==> src/rtl/ltc2195_pkg.sv <==
// Shared widths, types, state and command enums, init words and frame training pattern
package ltc2195_pkg;

	////////////////////////////////////////
	// Widths
	parameter int LANE_BITS     = 8;  // Bits per deserialized lane word
	parameter int N_LANES       = 5;  // Lanes 0-1 ADC0, 2-3 ADC1, 4 frame
	parameter int SPI_WORD_BITS = 16; // SPI frame length

	typedef logic [LANE_BITS-1:0]     lane_word_t;
	typedef logic [SPI_WORD_BITS-1:0] spi_word_t;  // {write bit, addr[6:0], data[7:0]}
	typedef logic signed [15:0]       sample_t;    // Two's-complement ADC sample

	////////////////////////////////////////
	// Host command pages, upper byte of cmd_addr
	typedef enum logic [7:0] {
		CMD_PAGE_SPI_WRITE = 8'h31 // Write one 8-bit SPI register
	} cmd_page_e;

	// Power-on register writes, sent in this order
	parameter spi_word_t INIT_WORD_RESET  = 16'h0080; // Reg 0, software reset
	parameter spi_word_t INIT_WORD_FORMAT = 16'h0120; // Reg 1, two's-complement output
	parameter spi_word_t INIT_WORD_LANES  = 16'h0200; // Reg 2, two-lane mode

	parameter logic [7:0] POR_WAIT_CYCLES = 8'd255; // Count-down before first SPI write

	////////////////////////////////////////
	// Frame alignment
	parameter lane_word_t TRAINING_PATTERN = 8'b10000111; // Expected frame lane word
	parameter int         SLIP_WAIT        = 3;           // Mismatches before a bitslip

	// Configuration sequencer states
	typedef enum logic [2:0] {
		CFG_POR_WAIT,  // Power-on count-down
		CFG_INIT_LOAD, // Load next init word
		CFG_START,     // One-cycle start to SPI master
		CFG_WAIT,      // Wait for the frame to end
		CFG_IDLE       // Ready for host commands
	} cfg_state_e;

	// Bitslip machine states
	typedef enum logic {
		CHECK,
		SLIP
	} align_state_e;

endpackage
==> src/rtl/ltc2195_ctrl.sv <==
// Top level joining the ADC configuration path and the lane capture path
module ltc2195_ctrl #(
	parameter int SPI_CLK_DIV = 4 // clk_in cycles per SCK half-period
) (
	input  logic                            clk_in,
	input  logic                            rst_in,
	input  logic                            cmd_trig,
	input  logic [15:0]                     cmd_addr,
	input  logic [15:0]                     cmd_data,
	output logic                            cfg_ready,
	output logic                            spi_scs,
	output logic                            spi_sck,
	output logic                            spi_sdo,
	input  logic [ltc2195_pkg::N_LANES-1:0] lane_d,
	output ltc2195_pkg::sample_t            adc0,
	output ltc2195_pkg::sample_t            adc1,
	output ltc2195_pkg::lane_word_t         frame,
	output logic                            sample_valid,
	output logic                            frame_locked
);
	import ltc2195_pkg::*;

	////////////////////////////////////////
	// Configuration path
	spi_word_t spi_word;
	logic      spi_start;
	logic      spi_ready;

	adc_config_seq u_adc_config_seq (
		.clk_in    (clk_in),
		.rst_in    (rst_in),
		.cmd_trig  (cmd_trig),
		.cmd_addr  (cmd_addr),
		.cmd_data  (cmd_data),
		.spi_ready (spi_ready),
		.spi_word  (spi_word),
		.spi_start (spi_start),
		.cfg_ready (cfg_ready)
	);

	spi_master #(
		.SPI_CLK_DIV (SPI_CLK_DIV)
	) u_spi_master (
		.clk_in    (clk_in),
		.rst_in    (rst_in),
		.spi_word  (spi_word),
		.spi_start (spi_start),
		.spi_ready (spi_ready),
		.spi_scs   (spi_scs),
		.spi_sck   (spi_sck),
		.spi_sdo   (spi_sdo)
	);

	////////////////////////////////////////
	// Capture path
	lane_word_t [N_LANES-1:0] words;
	logic                     word_valid;
	logic                     slip;

	lane_deserializer u_lane_deserializer (
		.clk_in     (clk_in),
		.rst_in     (rst_in),
		.lane_d     (lane_d),
		.slip       (slip),
		.words      (words),
		.word_valid (word_valid)
	);

	frame_aligner u_frame_aligner (
		.clk_in       (clk_in),
		.rst_in       (rst_in),
		.frame_word   (words[N_LANES-1]), // Frame lane
		.word_valid   (word_valid),
		.slip         (slip),
		.frame_locked (frame_locked)
	);

	sample_assembler u_sample_assembler (
		.clk_in       (clk_in),
		.rst_in       (rst_in),
		.words        (words),
		.word_valid   (word_valid),
		.adc0         (adc0),
		.adc1         (adc1),
		.frame        (frame),
		.sample_valid (sample_valid)
	);

endmodule

==> src/rtl/sample_assembler.sv <==
// Rebuilds the two ADC samples from interleaved lane words and registers the frame word
module sample_assembler (
	input  logic                                               clk_in,
	input  logic                                               rst_in,
	input  ltc2195_pkg::lane_word_t [ltc2195_pkg::N_LANES-1:0] words,
	input  logic                                               word_valid,
	output ltc2195_pkg::sample_t                               adc0,
	output ltc2195_pkg::sample_t                               adc1,
	output ltc2195_pkg::lane_word_t                            frame,
	output logic                                               sample_valid
);
	import ltc2195_pkg::*;

	// Two lanes per sample, odd bits from the first lane, even bits from the second
	function automatic sample_t interleave(input lane_word_t lane_hi, input lane_word_t lane_lo);
		sample_t s;
		for (int k = 0; k < LANE_BITS; k++) begin
			s[15 - 2*k] = lane_hi[7 - k];
			s[14 - 2*k] = lane_lo[7 - k];
		end
		return s;
	endfunction

	// Sample payload
	always_ff @(posedge clk_in) begin
		if (word_valid) begin
			adc0  <= interleave(words[0], words[1]); // Lanes 0 and 1
			adc1  <= interleave(words[2], words[3]); // Lanes 2 and 3, same rule
			frame <= words[4];
		end
	end

	always_ff @(posedge clk_in or posedge rst_in) begin
		if (rst_in)
			sample_valid <= 1'b0;
		else
			sample_valid <= word_valid; // One edge behind the lane words
	end

endmodule

==> src/rtl/frame_aligner.sv <==
// Bitslip FSM locking the word boundary to the frame lane training pattern
module frame_aligner (
	input  logic                    clk_in,
	input  logic                    rst_in,
	input  ltc2195_pkg::lane_word_t frame_word,
	input  logic                    word_valid,
	output logic                    slip,
	output logic                    frame_locked
);
	import ltc2195_pkg::*;

	align_state_e state;
	logic [1:0]   mis_cnt; // Consecutive mismatching frame words

	localparam logic [1:0] MIS_LAST = 2'(SLIP_WAIT - 1);

	always_ff @(posedge clk_in or posedge rst_in) begin
		if (rst_in) begin
			state        <= CHECK;
			mis_cnt      <= 2'd0;
			frame_locked <= 1'b0;
		end else begin
			case (state)
				CHECK: begin
					if (word_valid) begin
						if (frame_word == TRAINING_PATTERN) begin
							frame_locked <= 1'b1;
							mis_cnt      <= 2'd0;
						end else begin
							frame_locked <= 1'b0;
							// Words already in flight still show the old boundary
							if (mis_cnt == MIS_LAST)
								state <= SLIP;
							else
								mis_cnt <= mis_cnt + 2'd1;
						end
					end
				end
				SLIP: begin
					mis_cnt <= 2'd0; // Restart the count after the slip
					state   <= CHECK;
				end
				default: state <= CHECK;
			endcase
		end
	end

	assign slip = (state == SLIP); // One cycle per visit

endmodule

==> src/rtl/lane_deserializer.sv <==
// Serial-to-parallel conversion of all lanes with a shared bit counter and bitslip
module lane_deserializer (
	input  logic                                               clk_in,
	input  logic                                               rst_in,
	input  logic [ltc2195_pkg::N_LANES-1:0]                    lane_d,
	input  logic                                               slip,
	output ltc2195_pkg::lane_word_t [ltc2195_pkg::N_LANES-1:0] words,
	output logic                                               word_valid
);
	import ltc2195_pkg::*;

	localparam int CNT_W = $clog2(LANE_BITS);
	localparam logic [CNT_W-1:0] BIT_LAST = CNT_W'(LANE_BITS - 1);

	lane_word_t [N_LANES-1:0] shift_q; // One shift register per lane
	logic [CNT_W-1:0]         bit_cnt; // Bit position within the word
	logic                     word_done; // shift_q holds a full word

	// Shift in, first bit of a word ends up in bit 7
	always_ff @(posedge clk_in) begin
		for (int i = 0; i < N_LANES; i++) begin
			shift_q[i] <= {shift_q[i][LANE_BITS-2:0], lane_d[i]};
		end
		if (word_done)
			words <= shift_q; // Captured before the next bit lands
	end

	////////////////////////////////////////
	// Word boundary
	always_ff @(posedge clk_in or posedge rst_in) begin
		if (rst_in) begin
			bit_cnt    <= '0;
			word_done  <= 1'b0;
			word_valid <= 1'b0;
		end else begin
			word_valid <= word_done;
			if (slip) begin
				// Hold the count one bit, so the word takes 9 bits
				word_done <= 1'b0;
			end else begin
				bit_cnt   <= bit_cnt + 1'b1; // Wraps after the 8th bit
				word_done <= (bit_cnt == BIT_LAST);
			end
		end
	end

endmodule

==> src/rtl/adc_config_seq.sv <==
// ADC configuration sequencer: power-on wait, three init writes, host SPI write commands
module adc_config_seq (
	input  logic                   clk_in,
	input  logic                   rst_in,
	input  logic                   cmd_trig,
	input  logic [15:0]            cmd_addr,
	input  logic [15:0]            cmd_data,
	input  logic                   spi_ready,
	output ltc2195_pkg::spi_word_t spi_word,
	output logic                   spi_start,
	output logic                   cfg_ready
);
	import ltc2195_pkg::*;

	cfg_state_e state;
	logic [7:0] por_cnt;  // Power-on count-down
	logic [1:0] init_idx; // Next init word, 3 once all are sent

	// Init word table
	function automatic spi_word_t init_word(input logic [1:0] idx);
		spi_word_t w;
		case (idx)
			2'd0:    w = INIT_WORD_RESET;
			2'd1:    w = INIT_WORD_FORMAT;
			default: w = INIT_WORD_LANES;
		endcase
		return w;
	endfunction

	////////////////////////////////////////
	// Sequencer FSM
	always_ff @(posedge clk_in or posedge rst_in) begin
		if (rst_in) begin
			state    <= CFG_POR_WAIT;
			por_cnt  <= POR_WAIT_CYCLES;
			init_idx <= 2'd0;
		end else begin
			case (state)
				CFG_POR_WAIT: begin
					if (por_cnt == 8'd0)
						state <= CFG_INIT_LOAD;
					else
						por_cnt <= por_cnt - 8'd1;
				end
				CFG_INIT_LOAD: begin
					state <= CFG_START; // Word settles one cycle before start
				end
				CFG_START: begin
					state <= CFG_WAIT;  // spi_ready goes low on this edge
				end
				CFG_WAIT: begin
					if (spi_ready) begin
						if (init_idx != 2'd3)
							init_idx <= init_idx + 2'd1; // Host writes leave it at 3
						// Last init word or host write returns to idle
						state <= (init_idx >= 2'd2) ? CFG_IDLE : CFG_INIT_LOAD;
					end
				end
				CFG_IDLE: begin
					// Only page 31h starts a frame, other pages fall through
					if (cmd_trig && (cmd_addr[15:8] == CMD_PAGE_SPI_WRITE))
						state <= CFG_START;
				end
				default: state <= CFG_IDLE;
			endcase
		end
	end

	// Frame to send, held until the SPI master loads it
	always_ff @(posedge clk_in) begin
		if (state == CFG_INIT_LOAD)
			spi_word <= init_word(init_idx);
		else if (state == CFG_IDLE && cmd_trig)
			spi_word <= {1'b0, cmd_addr[6:0], cmd_data[7:0]}; // Write bit, addr, data
	end

	assign spi_start = (state == CFG_START); // Exactly one cycle per frame
	assign cfg_ready = (state == CFG_IDLE);  // Falls the edge after an accepted command

endmodule

==> src/rtl/spi_master.sv <==
// Write-only 16-bit SPI master with SCK divider, MSB first, mode 0 timing
module spi_master #(
	parameter int SPI_CLK_DIV = 4 // clk_in cycles per SCK half-period
) (
	input  logic                   clk_in,
	input  logic                   rst_in,
	input  ltc2195_pkg::spi_word_t spi_word,
	input  logic                   spi_start,
	output logic                   spi_ready,
	output logic                   spi_scs,
	output logic                   spi_sck,
	output logic                   spi_sdo
);
	import ltc2195_pkg::*;

	// Counter widths, divider kept at least one bit wide for SPI_CLK_DIV of 1
	localparam int DIV_W  = $clog2(SPI_CLK_DIV + 1);
	localparam int HALF_W = $clog2(2 * SPI_WORD_BITS);

	localparam logic [DIV_W-1:0]  DIV_LAST  = DIV_W'(SPI_CLK_DIV - 1);
	localparam logic [HALF_W-1:0] HALF_LAST = HALF_W'(2 * SPI_WORD_BITS - 1);

	logic              busy;     // Frame in progress
	logic [DIV_W-1:0]  div_cnt;  // clk_in count within a half-period
	logic [HALF_W-1:0] half_cnt; // SCK half-period index, 0..31
	spi_word_t         shift_q;  // Outgoing bits, MSB on the pin

	////////////////////////////////////////
	// Frame engine
	always_ff @(posedge clk_in or posedge rst_in) begin
		if (rst_in) begin
			busy     <= 1'b0;
			spi_sck  <= 1'b0;
			div_cnt  <= '0;
			half_cnt <= '0;
			shift_q  <= '0;
		end else if (!busy) begin
			if (spi_start) begin
				busy     <= 1'b1;    // scs drops on this edge
				shift_q  <= spi_word; // First bit on SDO right away
				div_cnt  <= '0;
				half_cnt <= '0;
			end
		end else if (div_cnt == DIV_LAST) begin
			// End of a half-period
			div_cnt  <= '0;
			spi_sck  <= ~spi_sck;
			half_cnt <= half_cnt + 1'b1; // Wraps to 0 after the last one
			if (spi_sck) begin
				// Falling SCK, next bit out
				shift_q <= {shift_q[SPI_WORD_BITS-2:0], 1'b0};
			end
			if (half_cnt == HALF_LAST) begin
				busy <= 1'b0; // 16th period done, release scs
			end
		end else begin
			div_cnt <= div_cnt + 1'b1;
		end
	end

	// Pins and handshake, all straight from flops
	assign spi_scs   = ~busy;                     // Active low
	assign spi_ready = ~busy;                     // Low for the whole frame
	assign spi_sdo   = shift_q[SPI_WORD_BITS-1];  // Stable across rising SCK

endmodule

==> config.mk <==
export PLATFORM = sky130hd
export DESIGN_NAME = ltc2195_ctrl
export DESIGN_NICKNAME = d
export VERILOG_FILES = /design/src/rtl/ltc2195_pkg.sv /design/src/rtl/ltc2195_ctrl.sv /design/src/rtl/sample_assembler.sv /design/src/rtl/frame_aligner.sv /design/src/rtl/lane_deserializer.sv /design/src/rtl/adc_config_seq.sv /design/src/rtl/spi_master.sv
export SDC_FILE = /design/constraint.sdc
export NUM_CORES = 1
export LEC_CHECK = 0
export ABC_AREA = 1
export BUFFER_PORTS_ARGS = -buffer_cell sky130_fd_sc_hd__buf_2
export CORE_MARGIN = 1
export CORE_UTILIZATION = 55
export DETAILED_ROUTE_END_ITERATION = 16
export GPL_TIMING_DRIVEN = 0
export PLACE_DENSITY = 0.75
export RECOVER_POWER = 100
export SLEW_MARGIN = 40
export SYNTH_ARGS = -nofsm -noshare
export SYNTH_HDL_FRONTEND = slang
export SYNTH_SLANG_ARGS = --single-unit
export TNS_END_PERCENT = 100
==> constraint.sdc <==
create_clock -name clk_in -period 2.2 [get_ports clk_in]
set_input_delay 0.44 -clock clk_in [delete_from_list [all_inputs] [get_ports clk_in]]
set_output_delay 0.44 -clock clk_in [all_outputs]
set_load 0.01 [all_outputs]
# After elaboration in Yosys (flattened, before gate mapping)
# Cells that the tools add are included.
# word_totals
elab_cells	106
register_bits	185
# classes
magnitude_cmp	1
n_eq_ne	19
n_reduce_logical	15
bitwise	4
n_mux	32
add_sub_neg	6
# ops
cell	count
$mux W16	6
$mux W3	7
$pmux W10 S2	1
$mux W5	3
$pmux W3 S5	1
$reduce_and A2 Y1	5
$eq A3 B2 Y1 const B	3
$mux W1	9
$reduce_and A3 Y1	3
$eq A8 B6 Y1 const B	1
$eq A8 B8 Y1 const B	1
$logic_not A8 Y1	1
$ne A2 B2 Y1 const B	4
$sub A8 B1 Y8 const B	1
$add A3 B1 Y3 const B	2
$eq A3 B3 Y1 const B	2
$mux W2	3
$ne A2 B1 Y1 const B	3
$add A5 B1 Y5 const B	1
$eq A5 B5 Y1 const B	1
$add A2 B1 Y2 const B	2
$not A1 Y1	4
$pmux W2 S2	1
$reduce_bool A2 Y1	2
other kinds (9)	10

# Longest topological paths before layout
# depth
word_depth	5
ltp_mapped	8

# By module
# From an unflattened synthesis, not the netlist that was laid out.
# hier_totals
hier_cells	511
area_unflattened_um2	6541.3
# by_module_without_submodules
mod	instances	cells_each	area_each_um2	seq_area_each_um2
lane_deserializer	1	101	2204.6	2127.0
adc_config_seq	1	156	1470.2	785.8
spi_master	1	170	1365.1	650.6
sample_assembler	1	42	1229.9	1226.2
frame_aligner	1	42	271.5	100.1

# Worst setup path after synthesis
# No wires, ideal clock.
# synth_timing
path_kind	register to register
start	register u_lane_deserializer.word_valid
end	register u_frame_aligner.frame_locked
arrival_ps	1633
path_stages_with_launch	6
required_ps	2074
slack_ps	441
path_cell_list	dfrtp_1 > inv_1 > nor2_1 > inv_1 > nand2_1 > o21ai_0
# synth_via
elab_chain_len	1
# synth_lines
element	line	rtl
start: declaration	lane_deserializer.sv:8	output logic word_valid
start signal: assignment	lane_deserializer.sv:36	word_valid <= word_done;
$reduce_and A2 Y1 (no line)	n/a	
end signal: assignment	frame_aligner.sv:21	frame_locked <= 1'b0;
end signal: assignment	frame_aligner.sv:27	frame_locked <= 1'b1;
end signal: assignment	frame_aligner.sv:30	frame_locked <= 1'b0;
end: declaration	frame_aligner.sv:8	output logic frame_locked
# No other way between the ends.
# A chain may end at the register's enable or synchronous reset.

# Worst setup path in the final report
# layout_timing
start	register u_spi_master.busy
end	output port spi_scs
# layout_via
elab_chain_len	1
# layout_lines
element	line	rtl
start: declaration	spi_master.sv:23	logic busy;
start signal: assignment	spi_master.sv:32	busy <= 1'b0;
start signal: assignment	spi_master.sv:39	busy <= 1'b1;
start signal: assignment	spi_master.sv:54	busy <= 1'b0;
$not A1 Y1 (no line)	n/a	
end: declaration	ltc2195_ctrl.sv:11	output logic spi_scs,
# No other way between the ends.

==> results by group <==
CTS
  – Clock buffer depth: 2
  – Root buffer cell: clkbuf_16
  – Setup Fix Bufs, Post-CTS: 0
  – H-tree Lvls: 4
  – CTS Sinks: approximately 180
  – # resized after CTS: 0
  – CTS buffer count: 17
  – CTS clock-pin slew for the worst setup and hold paths: roughly 0.070 ns
  – Clock latency on the worst-skew pair: about 0.44 ns
  – TritonCTS clock tree: built

Power
  – P_leak: roughly 3.2 nW
  – Reg power frac: 0.509
  – P_sw: ~3 mW
  – PD cells: around 1300 nW/um^2
  – Switch share: 0.297
  – Power Internal: a little under 7 mW
  – Clock network fraction of design power: 0.319
  – Comb pwr share: 0.172
  – Max VDD drop: 645 uV
  – Total Power: 9.85 mW

Drt
  – WL final: around 10 mm
  – Post-route ant nets: 0
  – DR WL/cell: approximately 14 um
  – DRT iter0 DRCs: 165
  – Drt drc: 0
  – Via count: approximately 3600
  – DR pass1 iterations: 4
  – DR vias/cell: ~5

STA
  – Period minus WS final: between 1.5 and 2 ns
  – Clock skew: 0.0136 ns
  – Hold Vio Cnt, Final: 0
  – Period utilisation layout: 0.892
  – RSZ-0062 raised after global routing: false
  – Worst slew pin tran: 0.948 ns
  – Rel. slew slack: 0.368
  – Fin. max-slew vios: 0
  – Maximum clock frequency: ~510 MHz
  – Setup-failing EPs final: 0
  – PnR worst setup slack: 0.237 ns
  – WHS: about 0.11 ns
  – Setup_tns: 0 ns

Floorplan
  – Die Span Y: ~110 um
  – Die X-Extent: about 110 um
  – Core area: 11400 um^2
  – Starting density of the core: 0.562
  – Row count: 39
  – Die ar.: between 10000 and 15000 um^2
  – Ports: 86

GRT
  – Vias in the first global route: between 3000 and 4000
  – Initial antenna violation count: 0
  – Busiest grt layer: met2
  – Gr usage total: 0.190
  – M2 GR Usage: 0.327
  – Global routing usage on met1: 0.221
  – GRT overflow: 0
  – Pin count of the biggest net entering global routing: 43
  – Met3 Track Usage GR: 0.0563
  – Global-route wire length before repair: approximately 17 mm

Setup path
  – Worst Setup Start Kind: register
  – WS Path Type: register to output pin
  – Max FO, Critical Path: 10
  – FF-to-FF path depth: 8
  – WP data required: ~1.8 ns
  – Slowest stage delay, CP: approximately 0.37 ns
  – Buffers & Inverters on Critical Path: 4
  – Stages on worst setup path: 4
  – Worst setup EP type: output pin
  – Worst-path cell chain: buf_6 > inv_2 > clkbuf_2 > buf_2
  – Internal reg-to-reg setup slack: 0.24 ns
  – CP delay by family, top: buffers and inverters
  – Slowest cell on the critical path: dfrtp_1
  – CP arrival: 1.52 ns

Logic synthesis
  – Mean post-synth cell area: approximately 14 um^2
  – Synth Instances: about 470
  – Cell variety after synth: 34
  – Syn Nets: slightly above 500
  – Top FF cell, synth: edfxtp_1
  – Post-synth EDFFs: 95
  – Mapped Area: 6390 um^2
  – Yosys Warn Count: 0
  – Yosys reg bits: 184
  – Register area share after synthesis: 0.765
  – Async S/R FF share, synth: 0.266

Place
  – Gpl congestion: roughly 0.77
  – Post-DP Area: 7000 um^2
  – DP HPWL: approximately 6.5 mm
  – PortBufs: 76
  – Placed cells: 687
  – DP Worst Slack: roughly 0.26 ns

Final layout
  – Nets: ~600
  – Finished Layout Cells: 720
  – Post-route cell area: approximately 7500 um^2
  – Multi-input logic area: 1180 um^2
  – Layout fillers: between 800 and 900
  – Layout Area Growth over Synthesis: 17.0%
  – Ant diodes: 0
  – Util after Layout: 0.658
  – Share of cells above drive strength 1: 0.163
  – Commonest non-fill, non-tap cells in the layout: nand2_1, edfxtp_1, clkbuf_1, nor2_1
  – Sequential cell area: between 4000 and 5000 um^2
  – Commonest non-fill, non-tap cell in the layout: nand2_1

Hold path
  – Hold Path Depth: 1
  – HP Class: input pin to register

Status
  – Status: finished, final reports clean

Run
  – Max-Cap Viols: 0
-- power groups by stage --
stage | combinational (mW) | clock, mW | sequential, mW
final | 1.69 | 3.15 | 5.01
after global routing | 1.93 | 3.32 | 5.12
after floorplan | 1.11 | 0 | 5.14
after CTS | 1.88 | 3.18 | 5.02
after detailed placement | 1.86 | 0 | 5.08
after global placement | 1.68 | 0 | 5.08
-- registers in the layout (all words and copies together) (netlist names), 5 cells and up --
signal                       cells
u_sample_assembler.adc1         16
u_spi_master.half_cnt            5
u_sample_assembler.frame         8
u_lane_deserializer.words       40
u_adc_config_seq.spi_word       15
u_sample_assembler.adc0         16
u_lane_deserializer.shift_q     40
u_adc_config_seq.por_cnt         8
u_spi_master.shift_q            16
-- repair_timing --
action                     4_1_cts  5_1_grt
hold endpoints to repair        12        0
setup endpoints to repair        0        0
hold buffers                     1        0
-- synth_stat cells, drive strengths merged (2+ instances only) --
master    n  area, um^2
nand4     2        27.5
inv      42         158
dfrtp    41        1030
ha       11         138
a31oi    14         156
o21ai     8        40.0
clkbuf    2        7.51
a21oi    11        55.1
buf       6        72.6
dfstp     8         210
nand2   110         435
dfxtp    40         801
xor2      7        61.3
nor2     42         181
or2       2        12.5
nand3    17        90.1
edfxtp   95        2850
-- worst reg2reg max path, cell delays in order, from the launching register on --
cell and delay (ns):
dfrtp_1 0.38, ha_1 0.23, nand2_4 0.06, nor2_1 0.57
nand2_4 0.12, nand2_4 0.13, buf_12 0.14, buf_12 0.13
a31oi_1 0.08
-- logic make-up after synthesis --
group	after synthesis	share of synthesized area
XOR/XNOR	8	0.0110
buffers and inverters	50	0.0372
adder cells (fa/ha/maj)	11	0.0215
flip-flops	184	0.765
AND/OR/NAND/NOR	177	0.121
AO/OA/AOI/OAI	36	0.0444
-- final cells by class --
cell class | count | area share
sequential | 184 | 0.654
multi-input combinational | 232 | 0.158
timing repair buffer | 79 | 0.0480
inverter | 42 | 0.0213
clock inverter | 15 | 0.0268
clock buffer | 17 | 0.0569
buffer | 8 | 0.0107
tap | 143 | 0.0239
-- path summary, 6_finish.rpt --
check,startpoint,endpoint
worst min-delay path,lane_d[1],u_lane_deserializer.shift_q[8]
min in group asynchronous,rst_in,u_spi_master.shift_q[4]
worst max-delay path,u_spi_master.busy,spi_scs
max in group asynchronous,rst_in,u_adc_config_seq.por_cnt[7]
worst max register to register,u_spi_master.div_cnt[0],u_spi_master.shift_q[9]
worst min register to register,u_lane_deserializer.shift_q[3],u_lane_deserializer.shift_q[4]
-- routing by layer --
| metal | wire length (um) | up-vias |
|---|---|---|
| li1 | - | 1747 |
| met2 | 5340 | 91 |
| met4 | 164 | 0 |
| met1 | 4330 | 1716 |
| met3 | 427 | 15 |
| met5 | 0 | - |
No activity file was read; power rests on OpenSTA's default activity.
